$ cat config.mk
export PLATFORM = sky130hd
export DESIGN_NAME = ahb_master_top
export DESIGN_NICKNAME = d
export VERILOG_FILES = /design/src/source/ahb_bus_pkg.sv /design/src/source/ahb_master_pkg.sv /design/src/source/ahb_cmd_check.sv /design/src/source/ahb_addr_gen.sv /design/src/source/ahb_master_fsm.sv /design/src/source/ahb_data_phase.sv /design/src/source/ahb_master_top.sv
export VERILOG_INCLUDE_DIRS = /design/src /design/src/include
export SDC_FILE = /design/constraint.sdc
export NUM_CORES = 1
export LEC_CHECK = 0
export BUFFER_PORTS_ARGS = -buffer_cell sky130_fd_sc_hd__buf_2
export CAP_MARGIN = 20
export CORE_MARGIN = 2
export CORE_UTILIZATION = 35
export DETAILED_ROUTE_END_ITERATION = 6
export PLACE_DENSITY = 0.56
export SETUP_SLACK_MARGIN = 0.02
export SYNTH_ARGS = -nofsm -noshare
export SYNTH_HDL_FRONTEND = slang
export SYNTH_SLANG_ARGS = --single-unit
$ cat constraint.sdc
create_clock -name ahb_clk_in -period 15 [get_ports ahb_clk_in]
set_input_delay 1.5 -clock ahb_clk_in [delete_from_list [all_inputs] [get_ports ahb_clk_in]]
set_output_delay 1.5 -clock ahb_clk_in [all_outputs]
set_load 0.005 [all_outputs]
$ cat src/include/ahb_params.svh
/*
 * bus widths, wait-state timeout and 1 KB boundary bit for the AHB-Lite master
 */
`ifndef AHB_PARAMS_SVH
`define AHB_PARAMS_SVH

// bus widths
`define AHB_ADDR_WIDTH 32
`define AHB_DATA_WIDTH 32

`define AHB_WAIT_TIMEOUT 6  // wait cycles allowed in one data phase

// lowest address bit of a 1 KB region
`define AHB_KB_BIT 10

`endif

$ cat src/source/ahb_bus_pkg.sv
/*
 * AHB protocol types: transfer type, burst type and transfer size
 */
package ahb_bus_pkg;

    // BUSY is never driven by this master
    typedef enum logic [1:0] {
        IDLE   = 2'b00,
        BUSY   = 2'b01,
        NONSEQ = 2'b10,
        SEQ    = 2'b11
    } htrans_t;

    typedef enum logic [2:0] {
        SINGLE = 3'd0,
        INCR   = 3'd1,  // undefined length
        WRAP4  = 3'd2,
        INCR4  = 3'd3,
        WRAP8  = 3'd4,
        INCR8  = 3'd5,
        WRAP16 = 3'd6,
        INCR16 = 3'd7
    } hburst_t;

    // bytes per beat is 1 << size
    typedef enum logic [2:0] {
        BYTE     = 3'd0,
        HALF     = 3'd1,
        WORD     = 3'd2,
        DWORD    = 3'd3,
        LINE4    = 3'd4,  // 128 bits
        LINE8    = 3'd5,  // 256 bits
        SIZE512  = 3'd6,
        SIZE1024 = 3'd7
    } hsize_t;

endpackage

$ cat src/source/ahb_master_pkg.sv
/*
 * master FSM state encoding and remaining beat counter type
 */
`include "ahb_params.svh"

package ahb_master_pkg;

    typedef enum logic [1:0] {
        ST_IDLE   = 2'd0,
        ST_NONSEQ = 2'd1,  // first beat of a burst
        ST_SEQ    = 2'd2,
        ST_ERROR  = 2'd3   // one idle cycle after an abort
    } master_state_t;

    // beats left after the current address phase
    typedef logic [3:0] beat_cnt_t;

endpackage

$ cat src/source/ahb_cmd_check.sv
/*
 * client command check: size against data bus, 1 KB boundary, beat count
 */
`timescale 1ns/1ps
`include "ahb_params.svh"

module ahb_cmd_check import ahb_bus_pkg::*, ahb_master_pkg::*; (
    input  logic [`AHB_ADDR_WIDTH-1:0] cmd_addr,
    input  hburst_t                    cmd_burst,
    input  hsize_t                     cmd_size,
    output logic                       cmd_ok,
    output beat_cnt_t                  cmd_beats
);
    localparam int AW = `AHB_ADDR_WIDTH;

    logic          burst_ok;
    logic [10:0]   size_bits;
    logic          size_ok;
    logic [AW-1:0] size_mask;
    logic          aligned;
    logic [AW-1:0] span;
    logic [AW-1:0] last_addr;
    logic          crosses_kb;

    always_comb begin
        burst_ok = 1'b1;
        case (cmd_burst)
            WRAP4, INCR4:   cmd_beats = 4'd3;
            WRAP8, INCR8:   cmd_beats = 4'd7;
            WRAP16, INCR16: cmd_beats = 4'd15;
            INCR: begin
                cmd_beats = 4'd0;
                burst_ok  = 1'b0;  // undefined length not supported
            end
            default:        cmd_beats = 4'd0;
        endcase
    end

    assign size_bits = 11'd8 << cmd_size;
    assign size_ok   = (size_bits <= 11'(`AHB_DATA_WIDTH));

    assign size_mask = (AW'(1) << cmd_size) - AW'(1);
    assign aligned   = ((cmd_addr & size_mask) == '0);

    // last byte touched if the burst simply incremented
    assign span       = (AW'(cmd_beats) + AW'(1)) << cmd_size;
    assign last_addr  = cmd_addr + span - AW'(1);
    assign crosses_kb = (last_addr[AW-1:`AHB_KB_BIT] != cmd_addr[AW-1:`AHB_KB_BIT]);

    assign cmd_ok = burst_ok && size_ok && (aligned || !crosses_kb);

endmodule

$ cat src/source/ahb_addr_gen.sv
/*
 * beat address register with incrementing and wrapping next address,
 * holds burst type and size of the running command
 */
`timescale 1ns/1ps
`include "ahb_params.svh"

module ahb_addr_gen import ahb_bus_pkg::*; (
    input  logic                       ahb_clk_in,
    input  logic                       ahb_rstn_in,
    input  logic                       load,
    input  logic                       advance,
    input  logic [`AHB_ADDR_WIDTH-1:0] cmd_addr,
    input  hburst_t                    cmd_burst,
    input  hsize_t                     cmd_size,
    output logic [`AHB_ADDR_WIDTH-1:0] haddr,
    output hburst_t                    hburst,
    output hsize_t                     hsize
);
    localparam int AW = `AHB_ADDR_WIDTH;

    logic [AW-1:0] size_bytes;
    logic [AW-1:0] incr_addr;
    logic [3:0]    wrap_shift;
    logic [AW-1:0] wrap_mask;
    logic [AW-1:0] next_addr;

    assign size_bytes = AW'(1) << hsize;
    assign incr_addr  = haddr + size_bytes;

    // log2 of beats in a wrapping burst, 0 when not wrapping
    always_comb begin
        case (hburst)
            WRAP4:   wrap_shift = 4'd2;
            WRAP8:   wrap_shift = 4'd3;
            WRAP16:  wrap_shift = 4'd4;
            default: wrap_shift = 4'd0;
        endcase
    end

    // wrap block is beats * size bytes
    assign wrap_mask = (AW'(1) << ({1'b0, hsize} + wrap_shift)) - AW'(1);

    always_comb begin
        if (wrap_shift != 4'd0) begin
            next_addr = (haddr & ~wrap_mask) | (incr_addr & wrap_mask);  // upper bits kept
        end else begin
            next_addr = incr_addr;
        end
    end

    always_ff @(posedge ahb_clk_in) begin
        if (!ahb_rstn_in) begin
            haddr  <= '0;
            hburst <= SINGLE;
            hsize  <= BYTE;
        end else if (load) begin
            haddr  <= cmd_addr;
            hburst <= cmd_burst;
            hsize  <= cmd_size;
        end else if (advance) begin
            haddr  <= next_addr;
        end
    end

endmodule

$ cat src/source/ahb_master_fsm.sv
/*
 * transfer FSM: command acceptance, htrans generation, beat counting,
 * abort handling through an error state
 */
`timescale 1ns/1ps

module ahb_master_fsm import ahb_bus_pkg::*, ahb_master_pkg::*; (
    input  logic      ahb_clk_in,
    input  logic      ahb_rstn_in,
    input  logic      cmd_valid,
    input  logic      cmd_write,
    input  logic      cmd_ok,
    input  beat_cnt_t cmd_beats,
    input  logic      hready,
    input  logic      abort,
    output htrans_t   htrans,
    output logic      hwrite,
    output logic      load,
    output logic      advance,
    output logic      addr_taken,
    output logic      cmd_accept,
    output logic      cmd_error,
    output logic      last_beat
);
    master_state_t state;
    master_state_t state_nxt;
    beat_cnt_t     beat_cnt;
    logic          start;
    logic          addr_phase;

    // cmd_accept high means the client has not yet dropped cmd_valid
    assign start = (state == ST_IDLE) && cmd_valid && !cmd_accept && !abort;
    assign load  = start && cmd_ok;

    assign addr_phase = (state == ST_NONSEQ) || (state == ST_SEQ);
    assign addr_taken = addr_phase && hready;
    assign last_beat  = (beat_cnt == 4'd0);
    assign advance    = addr_taken && !last_beat;

    always_comb begin
        case (state)
            ST_NONSEQ: htrans = NONSEQ;
            ST_SEQ:    htrans = SEQ;
            default:   htrans = IDLE;
        endcase
    end

    always_comb begin
        state_nxt = state;
        case (state)
            ST_IDLE: begin
                if (abort) begin
                    state_nxt = ST_ERROR;  // last beat failed
                end else if (load) begin
                    state_nxt = ST_NONSEQ;
                end
            end
            ST_NONSEQ, ST_SEQ: begin
                if (abort) begin
                    state_nxt = ST_ERROR;
                end else if (addr_taken) begin
                    state_nxt = last_beat ? ST_IDLE : ST_SEQ;
                end
            end
            default: state_nxt = ST_IDLE;
        endcase
    end

    always_ff @(posedge ahb_clk_in) begin
        if (!ahb_rstn_in) begin
            state      <= ST_IDLE;
            beat_cnt   <= 4'd0;
            hwrite     <= 1'b0;
            cmd_accept <= 1'b0;
            cmd_error  <= 1'b0;
        end else begin
            state      <= state_nxt;
            cmd_accept <= start;
            cmd_error  <= start && !cmd_ok;  // rejected, stays idle
            if (load) begin
                beat_cnt <= cmd_beats;
                hwrite   <= cmd_write;
            end else if (advance) begin
                beat_cnt <= beat_cnt - 4'd1;
            end
        end
    end

endmodule

$ cat src/source/ahb_data_phase.sv
/*
 * data phase tracking: write data launch, read capture, error response and
 * wait-state timeout detection, beat and burst reporting
 */
`timescale 1ns/1ps
`include "ahb_params.svh"

module ahb_data_phase #(
    parameter int WAIT_TIMEOUT = `AHB_WAIT_TIMEOUT
) (
    input  logic                       ahb_clk_in,
    input  logic                       ahb_rstn_in,
    input  logic                       addr_taken,
    input  logic                       last_beat,
    input  logic                       hwrite,
    input  logic [`AHB_DATA_WIDTH-1:0] wr_data,
    input  logic [`AHB_DATA_WIDTH-1:0] hrdata,
    input  logic                       hready,
    input  logic                       hresp,
    output logic [`AHB_DATA_WIDTH-1:0] hwdata,
    output logic                       wr_take,
    output logic [`AHB_DATA_WIDTH-1:0] rd_data,
    output logic                       beat_done,
    output logic                       beat_error,
    output logic                       burst_done,
    output logic                       burst_error,
    output logic                       abort
);
    localparam int CNT_W = $clog2(WAIT_TIMEOUT + 1);

    logic             pending;     // a data phase is on the bus
    logic             pend_last;
    logic             pend_write;
    logic             pend_err;    // first error cycle seen
    logic [CNT_W-1:0] wait_cnt;
    logic             phase_end;
    logic             err_start;
    logic             timeout;

    assign phase_end = pending && hready;
    assign err_start = pending && !hready && hresp && !pend_err;
    assign timeout   = pending && !hready && (wait_cnt == CNT_W'(WAIT_TIMEOUT - 1));
    assign abort     = err_start || timeout;

    always_ff @(posedge ahb_clk_in) begin
        if (!ahb_rstn_in) begin
            pending     <= 1'b0;
            pend_last   <= 1'b0;
            pend_write  <= 1'b0;
            pend_err    <= 1'b0;
            wait_cnt    <= '0;
            wr_take     <= 1'b0;
            beat_done   <= 1'b0;
            beat_error  <= 1'b0;
            burst_done  <= 1'b0;
            burst_error <= 1'b0;
        end else begin
            wr_take     <= addr_taken && hwrite;
            beat_done   <= phase_end || timeout;
            beat_error  <= (phase_end && pend_err) || timeout;
            burst_done  <= (phase_end && (pend_last || pend_err)) || timeout;
            burst_error <= (phase_end && pend_err) || timeout;

            if (addr_taken) begin
                pending    <= 1'b1;  // may overlap the end of the previous beat
                pend_last  <= last_beat;
                pend_write <= hwrite;
                pend_err   <= 1'b0;
            end else if (phase_end || timeout) begin
                pending  <= 1'b0;
                pend_err <= 1'b0;
            end else if (err_start) begin
                pend_err <= 1'b1;
            end

            if (pending && !hready && !timeout) begin
                wait_cnt <= wait_cnt + CNT_W'(1);
            end else begin
                wait_cnt <= '0;
            end
        end
    end

    always_ff @(posedge ahb_clk_in) begin
        if (addr_taken && hwrite) begin
            hwdata <= wr_data;
        end
        if (phase_end && !pend_write) begin
            rd_data <= hrdata;
        end
    end

endmodule

$ cat src/source/ahb_master_top.sv
/*
 * AHB-Lite master top: command check, address generator, FSM, data phase
 */
`timescale 1ns/1ps
`include "ahb_params.svh"

module ahb_master_top import ahb_bus_pkg::*, ahb_master_pkg::*; (
    input  logic                       ahb_clk_in,
    input  logic                       ahb_rstn_in,
    // client side
    input  logic                       cmd_valid,
    input  logic [`AHB_ADDR_WIDTH-1:0] cmd_addr,
    input  hburst_t                    cmd_burst,
    input  hsize_t                     cmd_size,
    input  logic                       cmd_write,
    output logic                       cmd_accept,
    output logic                       cmd_error,
    input  logic [`AHB_DATA_WIDTH-1:0] wr_data,
    output logic                       wr_take,
    output logic [`AHB_DATA_WIDTH-1:0] rd_data,
    output logic                       beat_done,
    output logic                       beat_error,
    output logic                       burst_done,
    output logic                       burst_error,
    // bus side
    output logic [`AHB_ADDR_WIDTH-1:0] haddr,
    output htrans_t                    htrans,
    output hburst_t                    hburst,
    output hsize_t                     hsize,
    output logic                       hwrite,
    output logic [`AHB_DATA_WIDTH-1:0] hwdata,
    input  logic [`AHB_DATA_WIDTH-1:0] hrdata,
    input  logic                       hready,
    input  logic                       hresp
);
    logic      cmd_ok;
    beat_cnt_t cmd_beats;
    logic      load;
    logic      advance;
    logic      addr_taken;
    logic      last_beat;
    logic      abort;

    ahb_cmd_check u_cmd_check (
        .cmd_addr  (cmd_addr),
        .cmd_burst (cmd_burst),
        .cmd_size  (cmd_size),
        .cmd_ok    (cmd_ok),
        .cmd_beats (cmd_beats)
    );

    ahb_addr_gen u_addr_gen (
        .ahb_clk_in  (ahb_clk_in),
        .ahb_rstn_in (ahb_rstn_in),
        .load        (load),
        .advance     (advance),
        .cmd_addr    (cmd_addr),
        .cmd_burst   (cmd_burst),
        .cmd_size    (cmd_size),
        .haddr       (haddr),
        .hburst      (hburst),
        .hsize       (hsize)
    );

    ahb_master_fsm u_fsm (
        .ahb_clk_in  (ahb_clk_in),
        .ahb_rstn_in (ahb_rstn_in),
        .cmd_valid   (cmd_valid),
        .cmd_write   (cmd_write),
        .cmd_ok      (cmd_ok),
        .cmd_beats   (cmd_beats),
        .hready      (hready),
        .abort       (abort),
        .htrans      (htrans),
        .hwrite      (hwrite),
        .load        (load),
        .advance     (advance),
        .addr_taken  (addr_taken),
        .cmd_accept  (cmd_accept),
        .cmd_error   (cmd_error),
        .last_beat   (last_beat)
    );

    ahb_data_phase #(
        .WAIT_TIMEOUT (`AHB_WAIT_TIMEOUT)
    ) u_data_phase (
        .ahb_clk_in  (ahb_clk_in),
        .ahb_rstn_in (ahb_rstn_in),
        .addr_taken  (addr_taken),
        .last_beat   (last_beat),
        .hwrite      (hwrite),
        .wr_data     (wr_data),
        .hrdata      (hrdata),
        .hready      (hready),
        .hresp       (hresp),
        .hwdata      (hwdata),
        .wr_take     (wr_take),
        .rd_data     (rd_data),
        .beat_done   (beat_done),
        .beat_error  (beat_error),
        .burst_done  (burst_done),
        .burst_error (burst_error),
        .abort       (abort)
    );

endmodule

==> flow_summary_export.csv, run 1 <==
group,metric,value,unit
outcome,status,"finished clean",
hold_path,hp-class,"flop to flop",
global_routing,grt_max_degree,76,
sta,finalMaxSlewViolations,0,
sta,final.period_utilization,0.437,
worst_setup_path,worst_setup_path_end_kind,"flop",
routing,via_count,8012,
synthesis,syn-cell-area,0.00852,mm^2
sta,worst_slew_pin_slew,1110,ps
die,die_w,160,um
cts,cts_tree,"yes",
cts,post_cts_buffers,0,
synthesis,ys.flop_type,"edfxtp_1",
layout,fillers,2484,
sta,rsz0062_at_grt,"false",
worst_setup_path,critPathMaxFanout,75,
cts,cts_max_level,4,
power,finalPower,0.000922,W
synthesis,netlist_instances,987,
cts,cts_sinks,122,
routing,vias_per_cell,5.27,
worst_setup_path,path_class,"primary input to flop",
synthesis,synth-seq-cells,122,
cts,hold_buffers,0,
die,core,0.0241,mm^2
synthesis,synthesis.nets,1158,
placed_design,placed_area,0.00982,mm^2
routing,drt-initial-drc-count,515,
sta,period_needed,6550,ps
worst_setup_path,start_kind,"primary input",
global_routing,use_met1,0.259,
global_routing,use_met2,0.356,
worst_setup_path,cp_data_required_time,15310,ps
layout,fin_util,0.431,
layout,layout-drive-gt1-share,0.230,
global_routing,top_usage_layer,"met2",
cts,numCtsBuffers,17,
cts,insertion_delay,420,ps
layout,syn2layout_area_growth,21.9,%
routing,drt-total-wl,26600,um
routing,ant_nets,0,
run,maxCapViolations,0,
layout,register_area,0.00308,mm^2
die,die_area,0.0256,mm^2
cts,cts_resized,0,
layout,multi_input_area,0.00489,mm^2
synthesis,syn_area_per_cell,8.63,um^2
synthesis,synth_edf_count,64,
sta,fin_worst_skew,13.3,ps
placed_design,hpwlAfterDp,21300,um
power,max-vdd-ir-drop,0.0579,mV
cts,clk_path_buf_depth,2,
die,die_y,160,um
placed_design,port_buffers,219,
global_routing,grt_use_total,0.203,
synthesis,synth-seq-area-share,0.362,
layout,design_area,0.0104,mm^2
sta,setup_viol,0,
sta,fmax,0.153,GHz
synthesis,yosysUniqueCellTypes,74,
global_routing,grt_overflow_total,0,
power,p_leak,4.46,nW
worst_setup_path,arrival,6860,ps
sta,fin_setup_tns,0,ps
power,powerDensity,88.7,mW/mm^2
die,io_pins,220,
sta,max_slew_margin,0.253,
global_routing,antenna_found_initial,0,
layout,final_nets,1353,
global_routing,grt_pass1_vias,7295,
layout,diodes,0,
worst_setup_path,rrSetupSlack,10580,ps
die,rows,57,
die,start_util,0.353,
cts,path_clk_slew,60,ps
placed_design,gp_congestion,0.941,
routing,drcViolationCount,0,
global_routing,use_met3,0.0317,
sta,final_hold_viol_count,0,
synthesis,postSynth.asyncResetShare,0,
routing,drt-pass1-iter-count,5,
routing,avgRoutedWirePerCell,17.5,um
synthesis,yosys_warnings,0,
cts,cts_root_buf,"clkbuf_16",
global_routing,grt_pass1_wl,40800,um
==> cells by family after synthesis <==
group / Yosys count / share of synthesized area
AO/OA/AOI/OAI: 256 / 0.204
XOR/XNOR: 60 / 0.0617
adder cells (fa/ha/maj): 63 / 0.0943
buffers and inverters: 132 / 0.0645
flip-flops: 122 / 0.362
multiplexers: 19 / 0.0225
AND/OR/NAND/NOR: 335 / 0.191
==> final timing paths <==
check,from,endpoint,depth (start not counted)
max,cmd_size[0],u_fsm.beat_cnt[3],18
min,u_data_phase.wait_cnt[0],u_data_phase.wait_cnt[0],1
max reg2reg,u_addr_gen.hburst[2],flop,15
min reg2reg,u_data_phase.wait_cnt[0],u_data_phase.wait_cnt[0],1
==> routing by layer <==
layer	vias up	wire length, um
li1	3978	-
met1	3752	11800
met2	258	13000
met3	24	1420
met4	0	339
met5	-	0
==> per-stage QoR <==
step,instances,setup slack (ps),hold slack [ps]
after global placement,1487,8230,437
final,1519,8450,452
after floorplan,987,9250,421
after CTS,1519,8530,452
after global routing,1519,8110,491
after detailed placement,1487,8160,444
==> area by class of cell <==
type / instances / area share
Multi-Input combinational cell: 733 / 0.470
Sequential cell: 122 / 0.297
Timing Repair Buffer: 222 / 0.108
Clock buffer: 17 / 0.0410
Tap cell: 324 / 0.0390
Inverter: 86 / 0.0311
Clock inverter: 15 / 0.0139
==> Yosys cell counts (all sizes together) (11+ instances only) <==
cell / instances / area (um^2)
a211oi: 44 / 385
a21o: 11 / 82.6
a21oi: 68 / 340
and3: 13 / 81.3
buf: 15 / 110
clkbuf: 31 / 116
dfxtp: 58 / 1160
edfxtp: 64 / 1920
ha: 61 / 763
inv: 86 / 323
mux2i: 18 / 180
nand2: 69 / 262
nand3: 34 / 170
nand4: 16 / 100
nor2: 107 / 402
nor2b: 13 / 81.3
nor3: 31 / 155
nor4: 11 / 68.8
o21ai: 55 / 275
xnor2: 34 / 298
xor2: 26 / 228
==> layout by cell type, fill, tap and decap left out, types with 4 or more instances in the layout <==
master	Yosys	final
a211o_1	5	5
a211oi_1	33	33
a211oi_2	11	11
a21o_1	11	11
a21oi_1	68	68
a31oi_1	8	8
and3_1	13	13
and3b_1	4	4
buf_2	4	219
clkbuf_16	0	17
clkinvlp_4	0	4
dfxtp_1	58	58
edfxtp_1	64	64
ha_1	61	61
inv_1	85	85
mux2i_1	18	18
nand2_1	68	68
nand2b_1	4	4
nand3_1	34	34
nand4_1	16	16
nor2_1	107	107
nor2b_1	13	13
nor3_1	31	31
nor3b_1	6	6
nor4_1	11	11
o2111ai_1	6	6
o211ai_1	8	8
o21a_1	9	9
o21ai_0	52	52
or2_2	4	4
or3_1	8	8
xnor2_1	34	34
xor2_1	26	26
==> critical path, cell delays in order <==
cell	delay (ps)
buf_2	310
inv_1	180
nor3_1	370
nand3_1	150
ha_1	300
inv_1	40
ha_1	400
nand2_1	170
o21ai_0	630
a21oi_1	200
a21o_1	250
a221o_1	360
a2111oi_2	460
nand4_1	260
nand2_2	100
buf_4	680
nand3_1	230
a21oi_1	250
==> report_power, final <==
group | internal (W) | switching, W
logic | 0.0000656 | 0.000108
clock network | 0.000231 | 0.000162
registers | 0.000353 | 0.00000186
total | 0.000649 | 0.000272
(Power assumes the default switching activity.)
==> run 2, diff against run 1 <==
--- a/config.mk
+++ b/config.mk
@@ -11,7 +11,7 @@
 export CORE_MARGIN = 2
 export CORE_UTILIZATION = 35
 export DETAILED_ROUTE_END_ITERATION = 6
-export PLACE_DENSITY = 0.56
+export PLACE_DENSITY = 0.58
 export SETUP_SLACK_MARGIN = 0.02
 export SYNTH_ARGS = -nofsm -noshare
 export SYNTH_HDL_FRONTEND = slang
==> constraint.sdc (replaced) <==
create_clock -name ahb_clk_in -period 5.67 [get_ports ahb_clk_in]
set_input_delay 0.567 -clock ahb_clk_in [delete_from_list [all_inputs] [get_ports ahb_clk_in]]
set_output_delay 0.567 -clock ahb_clk_in [all_outputs]
set_load 0.005 [all_outputs]
==> flow_summary_export.csv, run 2 (synthesized netlist as in run 1, its figures left out) <==
group,metric,value,unit
outcome,status,"finished clean",
global_routing,grt_pass1_wl,40400,um
sta,final.period_utilization,0.885,
worst_setup_path,critPathMaxStageDelay,540,ps
routing,drt-initial-drc-count,595,
routing,ant_nets,0,
placed_design,hpwlAfterDp,21100,um
sta,finalMaxSlewViolations,0,
worst_setup_path,worst_setup_path_end_kind,"flop",
placed_design,dp_cells,1492,
sta,fmax,0.199,GHz
layout,finalNonFillerCells,1524,
worst_setup_path,path_class,"primary input to flop",
worst_setup_path,critPathTopFamily,"compound AO/OA/AOI/OAI gates",
cts,cts_sinks,122,
global_routing,grt_pass1_vias,7465,
power,max-vdd-ir-drop,0.143,mV
global_routing,grt_overflow_total,0,
die,die_area,0.0256,mm^2
global_routing,antenna_found_initial,0,
routing,via_count,8018,
cts,cts_resized,0,
die,die_y,160,um
routing,vias_per_cell,5.26,
power,finalPower,0.00244,W
cts,cts_root_buf,"clkbuf_16",
worst_setup_path,cp_data_required_time,5930,ps
layout,final_common_cell,"buf_2",
power,seqPwrFrac,0.384,
layout,syn2layout_area_growth,22.5,%
cts,post_cts_buffers,0,
power,intPower,0.00172,W
cts,clk_path_buf_depth,2,
worst_setup_path,slowest_stage,"a2111oi_0",
layout,diodes,0,
power,pwr-share-comb,0.188,
sta,setup_viol,0,
placed_design,port_buffers,219,
placed_design,gp_congestion,0.977,
run,maxCapViolations,0,
cts,path_clk_slew,70,ps
die,die_w,160,um
power,p_leak,4.49,nW
die,start_util,0.353,
cts,cts_max_level,4,
routing,drt-pass1-iter-count,5,
routing,avgRoutedWirePerCell,17.2,um
sta,worst_slew_pin_slew,935,ps
die,io_pins,220,
sta,fin_setup_tns,0,ps
worst_setup_path,crit_buf_inv,4,
layout,layout-drive-gt1-share,0.233,
routing,drt-total-wl,26300,um
layout,fillers,2444,
layout,final_nets,1358,
sta,final_hold_viol_count,0,
global_routing,grt_use_total,0.199,
power,p_sw,0.000720,W
sta,max_slew_margin,0.376,
cts,insertion_delay,410,ps
worst_setup_path,start_kind,"primary input",
worst_setup_path,arrival,5280,ps
cts,cts_tree,"yes",
worst_setup_path,crit_chain,"buf_2 -> inv_1 -> nor2_1 -> o21ai_0 -> o2bb2ai_1 -> a22oi_1 -> ha_1 -> inv_1 -> ha_1 -> a211o_1 -> and3b_1 -> a211oi_2 -> nor3_1 -> a2111oi_0 -> o2111a_1 -> and4b_1 -> nand4_1 -> nand2_2 -> buf_12 -> mux2i_1 -> nor2_1",
worst_setup_path,critPathMaxFanout,60,
die,rows,57,
cts,hold_buffers,0,
cts,numCtsBuffers,17,
die,core,0.0241,mm^2
sta,period_needed,5020,ps
hold_path,hp-class,"primary input to flop",
power,powerDensity,234,mW/mm^2
power,clkPwrFrac,0.428,
sta,fin_worst_skew,10.9,ps
layout,multi_input_area,0.00489,mm^2
sta,rsz0062_at_grt,"false",
power,p_sw_frac,0.295,
layout,register_area,0.00308,mm^2
routing,drcViolationCount,0,
global_routing,grt_max_degree,61,
layout,layout_common_cells,"buf_2, nor2_1, inv_1",
layout,fin_util,0.433,
==> run 2: power by group through the flow <==
stage / Clock (W) / Combinational (W) / Sequential, W
4_1_cts: 0.00107 / 0.000452 / 0.000938
5_1_grt: 0.00111 / 0.000503 / 0.000938
2_1_floorplan: 0 / 0.000304 / 0.000957
6_report: 0.00105 / 0.000459 / 0.000939
3_5_place_dp: 0 / 0.000449 / 0.000958
3_3_place_gp: 0 / 0.000450 / 0.000958
==> run 2: final cells by class <==
cell class              count  share of cell area
inverters                  86              0.0309
multi-input cells         733               0.468
clock inverters            14              0.0131
repair buffers            227               0.112
flip-flops and latches    122               0.296
clock buffers              18              0.0411
well taps                 324              0.0389
==> run 2: final timing paths <==
kind	to	depth (start not counted)	slack, ps	from
max	u_addr_gen.hburst[0]	21	650	cmd_size[1]
min	u_data_phase.hwdata[23]	1	320	wr_data[23]
max reg2reg	flop	15	1370	u_addr_gen.hburst[2]
min reg2reg	u_data_phase.wait_cnt[0]	1	450	u_data_phase.wait_cnt[0]
==> run 2: through the flow <==
stage,cell area (um^2),setup slack [ps],hold slack [ps]
after floorplan,8520,857,421
after global placement,9870,443,435
after detailed placement,9870,311,445
after CTS,10400,733,310
after global routing,10400,209,306
final,10400,653,324
==> run 2: layer usage <==
metal / vias to the layer above / part of all wire / GRT usage
met1: 3691 / 0.44 / 0.251
met4: 0 / 0.016 / 0.0508
met3: 30 / 0.059 / 0.0330
met5: - / 0 / 0
met2: 314 / 0.49 / 0.354
li1: 3983 / - / -
==> run 3, diff against run 2 <==
--- a/config.mk
+++ b/config.mk
@@ -11,8 +11,9 @@
 export CORE_MARGIN = 2
 export CORE_UTILIZATION = 35
 export DETAILED_ROUTE_END_ITERATION = 6
-export PLACE_DENSITY = 0.58
+export PLACE_DENSITY = 0.57
 export SETUP_SLACK_MARGIN = 0.02
 export SYNTH_ARGS = -nofsm -noshare
 export SYNTH_HDL_FRONTEND = slang
+export SYNTH_HIERARCHICAL = 1
 export SYNTH_SLANG_ARGS = --single-unit
==> flow_summary_export.csv, run 3 <==
group,metric,value,unit
power,pwr-share-comb,0.223,
routing,ant_nets,0,
synthesis,synthTopCellsByArea,"edfxtp_1, dfxtp_1, ha_1",
sta,final_hold_viol_count,0,
sta,rsz0062_at_grt,"true",
layout,register_area,0.00308,mm^2
layout,fillers,2532,
layout,design_area,0.0111,mm^2
routing,avgRoutedWirePerCell,19.0,um
synthesis,synth-seq-area-share,0.340,
placed_design,port_buffers,219,
sta,max_slew_margin,0.364,
hold_path,min_from,"wr_data[29]",
routing,via_count,8893,
global_routing,antenna_found_initial,0,
layout,layout_common_cells,"buf_2, nand2_1, inv_1",
synthesis,synth_area_leader_cell,"edfxtp_1",
power,clkPwrFrac,0.409,
cts,hold_buffers,0,
placed_design,gp_congestion,0.999,
global_routing,grt_max_degree,44,
synthesis,netlist_instances,1039,
layout,layout-drive-gt1-share,0.250,
global_routing,grt_pass1_wl,46100,um
die,core,0.0253,mm^2
sta,hold_slack,316,ps
worst_setup_path,critPathMaxStageDelay,460,ps
placed_design,hpwlAfterDp,23700,um
worst_setup_path,worst_setup_path_end_kind,"flop",
cts,clk_path_buf_depth,2,
synthesis,ys_top_cells_by_count,"nand2_1, inv_1, a21oi_1",
die,io_pins,220,
die,die_w,165,um
hold_path,hp-class,"primary input to flop",
worst_setup_path,slowest_stage,"o41ai_4",
worst_setup_path,startpoint,"cmd_burst[1]",
die,rows,58,
sta,worst_slack,274,ps
synthesis,yosysMostFrequentCell,"nand2_1",
placed_design,placed_area,0.0105,mm^2
global_routing,grt_use_total,0.218,
worst_setup_path,start_kind,"primary input",
routing,vias_per_cell,5.58,
worst_setup_path,critPathMaxFanout,10,
layout,multi_input_area,0.00544,mm^2
worst_setup_path,cp_data_required_time,5960,ps
cts,cts_max_level,4,
cts,post_cts_buffers,0,
run,maxCapViolations,0,
power,powerDensity,244,mW/mm^2
synthesis,synthesis.nets,1212,
die,die_y,165,um
synthesis,yosys_warnings,6,
layout,final_nets,1424,
global_routing,grt_overflow_total,0,
sta,fmax,0.185,GHz
routing,drt-total-wl,30400,um
synthesis,yosysUniqueCellTypes,105,
placed_design,preCtsSetupSlack,-30.2,ps
synthesis,netlist.area_leader.share,0.212,
worst_setup_path,path_class,"primary input to flop",
power,p_sw,0.000879,W
routing,drcViolationCount,0,
power,p_sw_frac,0.324,
worst_setup_path,r2r-start,"u_addr_gen/hburst[2]",
power,seqPwrFrac,0.368,
cts,cts_root_buf,"clkbuf_16",
layout,final_common_cell,"buf_2",
sta,setup_viol,0,
placed_design,dp_cells,1562,
global_routing,grt_pass1_vias,8358,
die,start_util,0.358,
cts,insertion_delay,420,ps
routing,drt-pass1-iter-count,5,
sta,period_needed,5400,ps
power,max-vdd-ir-drop,0.151,mV
worst_setup_path,crit_chain,"buf_2 -> xor2_1 -> nand2_1 -> o22ai_1 -> a2bb2oi_1 -> ha_1 -> inv_1 -> ha_1 -> nand3_1 -> o211ai_1 -> a21oi_1 -> o41ai_4 -> mux2_2 -> a21oi_1 -> nand4_1 -> o41ai_1 -> buf_4 -> nand2_4 -> inv_1 -> buf_4 -> or2_1 -> a41oi_1 -> o311ai_1 -> o211ai_1",
layout,syn2layout_area_growth,22.5,%
synthesis,synth_edf_count,64,
synthesis,postSynth.asyncResetShare,0,
power,p_leak,4.71,nW
layout,diodes,0,
sta,fin_worst_skew,14.5,ps
power,intPower,0.00184,W
sta,finalMaxSlewViolations,0,
cts,numCtsBuffers,17,
outcome,status,"finished clean",
cts,path_clk_slew,70,ps
synthesis,syn_area_per_cell,8.74,um^2
routing,drt-initial-drc-count,746,
die,die_area,0.0272,mm^2
worst_setup_path,arrival,5680,ps
sta,final.period_utilization,0.952,
sta,worst_slew_pin_slew,951,ps
cts,cts_sinks,122,
synthesis,ys.flop_type,"edfxtp_1",
synthesis,synth-seq-cells,122,
layout,finalNonFillerCells,1594,
synthesis,syn-cell-area,0.00908,mm^2
layout,fin_util,0.439,
cts,cts_tree,"yes",
-- run 3: changes by cell type in the layout (fill, tap and decap cells not counted), sizes merged, moves of 8 or more --
cell,change
a211oi,-32
a21oi,+11
buf,+12
inv,+8
nand2,+32
nor2,-33
nor3,-8
o211ai,+8
o22ai,+9
xor2,-10
-- run 3: layout make-up --
class	instances	area share
clock inverters	15	0.0153
multi-input cells	780	0.489
repair buffers	239	0.112
well taps	330	0.0371
clock buffers	17	0.0382
inverters	91	0.0310
flip-flops and latches	122	0.277
-- run 3: power by group through the flow --
stage,combinational [W],clock (W),sequential [W]
after global routing,0.000665,0.00117,0.00101
after floorplan,0.000386,0,0.00101
after global placement,0.000593,0,0.00102
after detailed placement,0.000591,0,0.00102
final,0.000606,0.00111,0.00100
after CTS,0.000595,0.00114,0.00100
-- run 3: cell families (layout without fill, tap and decap cells) --
logic type / Yosys count / in the layout / synth area share
AOI/OAI and AO/OA: 289 / 289 / 0.226
xor gates and xnor gates: 46 / 46 / 0.0444
adders and majority gates: 65 / 65 / 0.0913
buffers and inverters: 137 / 362 / 0.0633
DFF: 122 / 122 / 0.340
muxes: 25 / 25 / 0.0280
and+or+nand+nor: 355 / 355 / 0.207
-- run 3: worst paths after layout --
path | end | slack (ps) | depth (start not counted)
setup reg to reg | flop | 1580 | 13
setup / recovery | flop | 270 | 24
hold / removal | u_data_phase/hwdata[29] | 320 | 1
hold reg to reg | u_data_phase/wait_cnt[0] | 490 | 1
-- run 3: what timing repair did --
action | 4_1_cts | 5_1_grt
resized for setup | 0 | 6
setup endpoints to repair | 0 | 6
endpoints found under the hold margin | 0 | 0
-- run 3: worst max-delay path: cells and delay by family --
| family | cells | cell delay (ps) |
|---|---|---|
| and+or+nand+nor | 5 | 680 |
| adders and majority gates | 2 | 560 |
| AOI/OAI and AO/OA | 10 | 2510 |
| xor gates and xnor gates | 1 | 230 |
| buffers and inverters | 5 | 750 |
| muxes | 1 | 380 |
-- run 3: metrics by stage --
step / TNS [ps] / total power [W]
after global routing: -58.6 / 0.00285
after CTS: 0 / 0.00273
final: 0 / 0.00272
after floorplan: 0 / 0.00140
after global placement: 0 / 0.00161
after detailed placement: -30.2 / 0.00161
-- run 3: per-layer routing --
metal | track usage | vias to the layer above | wire length (um)
li1 | - | 4267 | -
met1 | 0.287 | 4188 | 13300
met2 | 0.364 | 397 | 13800
met3 | 0.0407 | 41 | 2600
met4 | 0.0652 | 0 | 636
met5 | 0 | - | 0
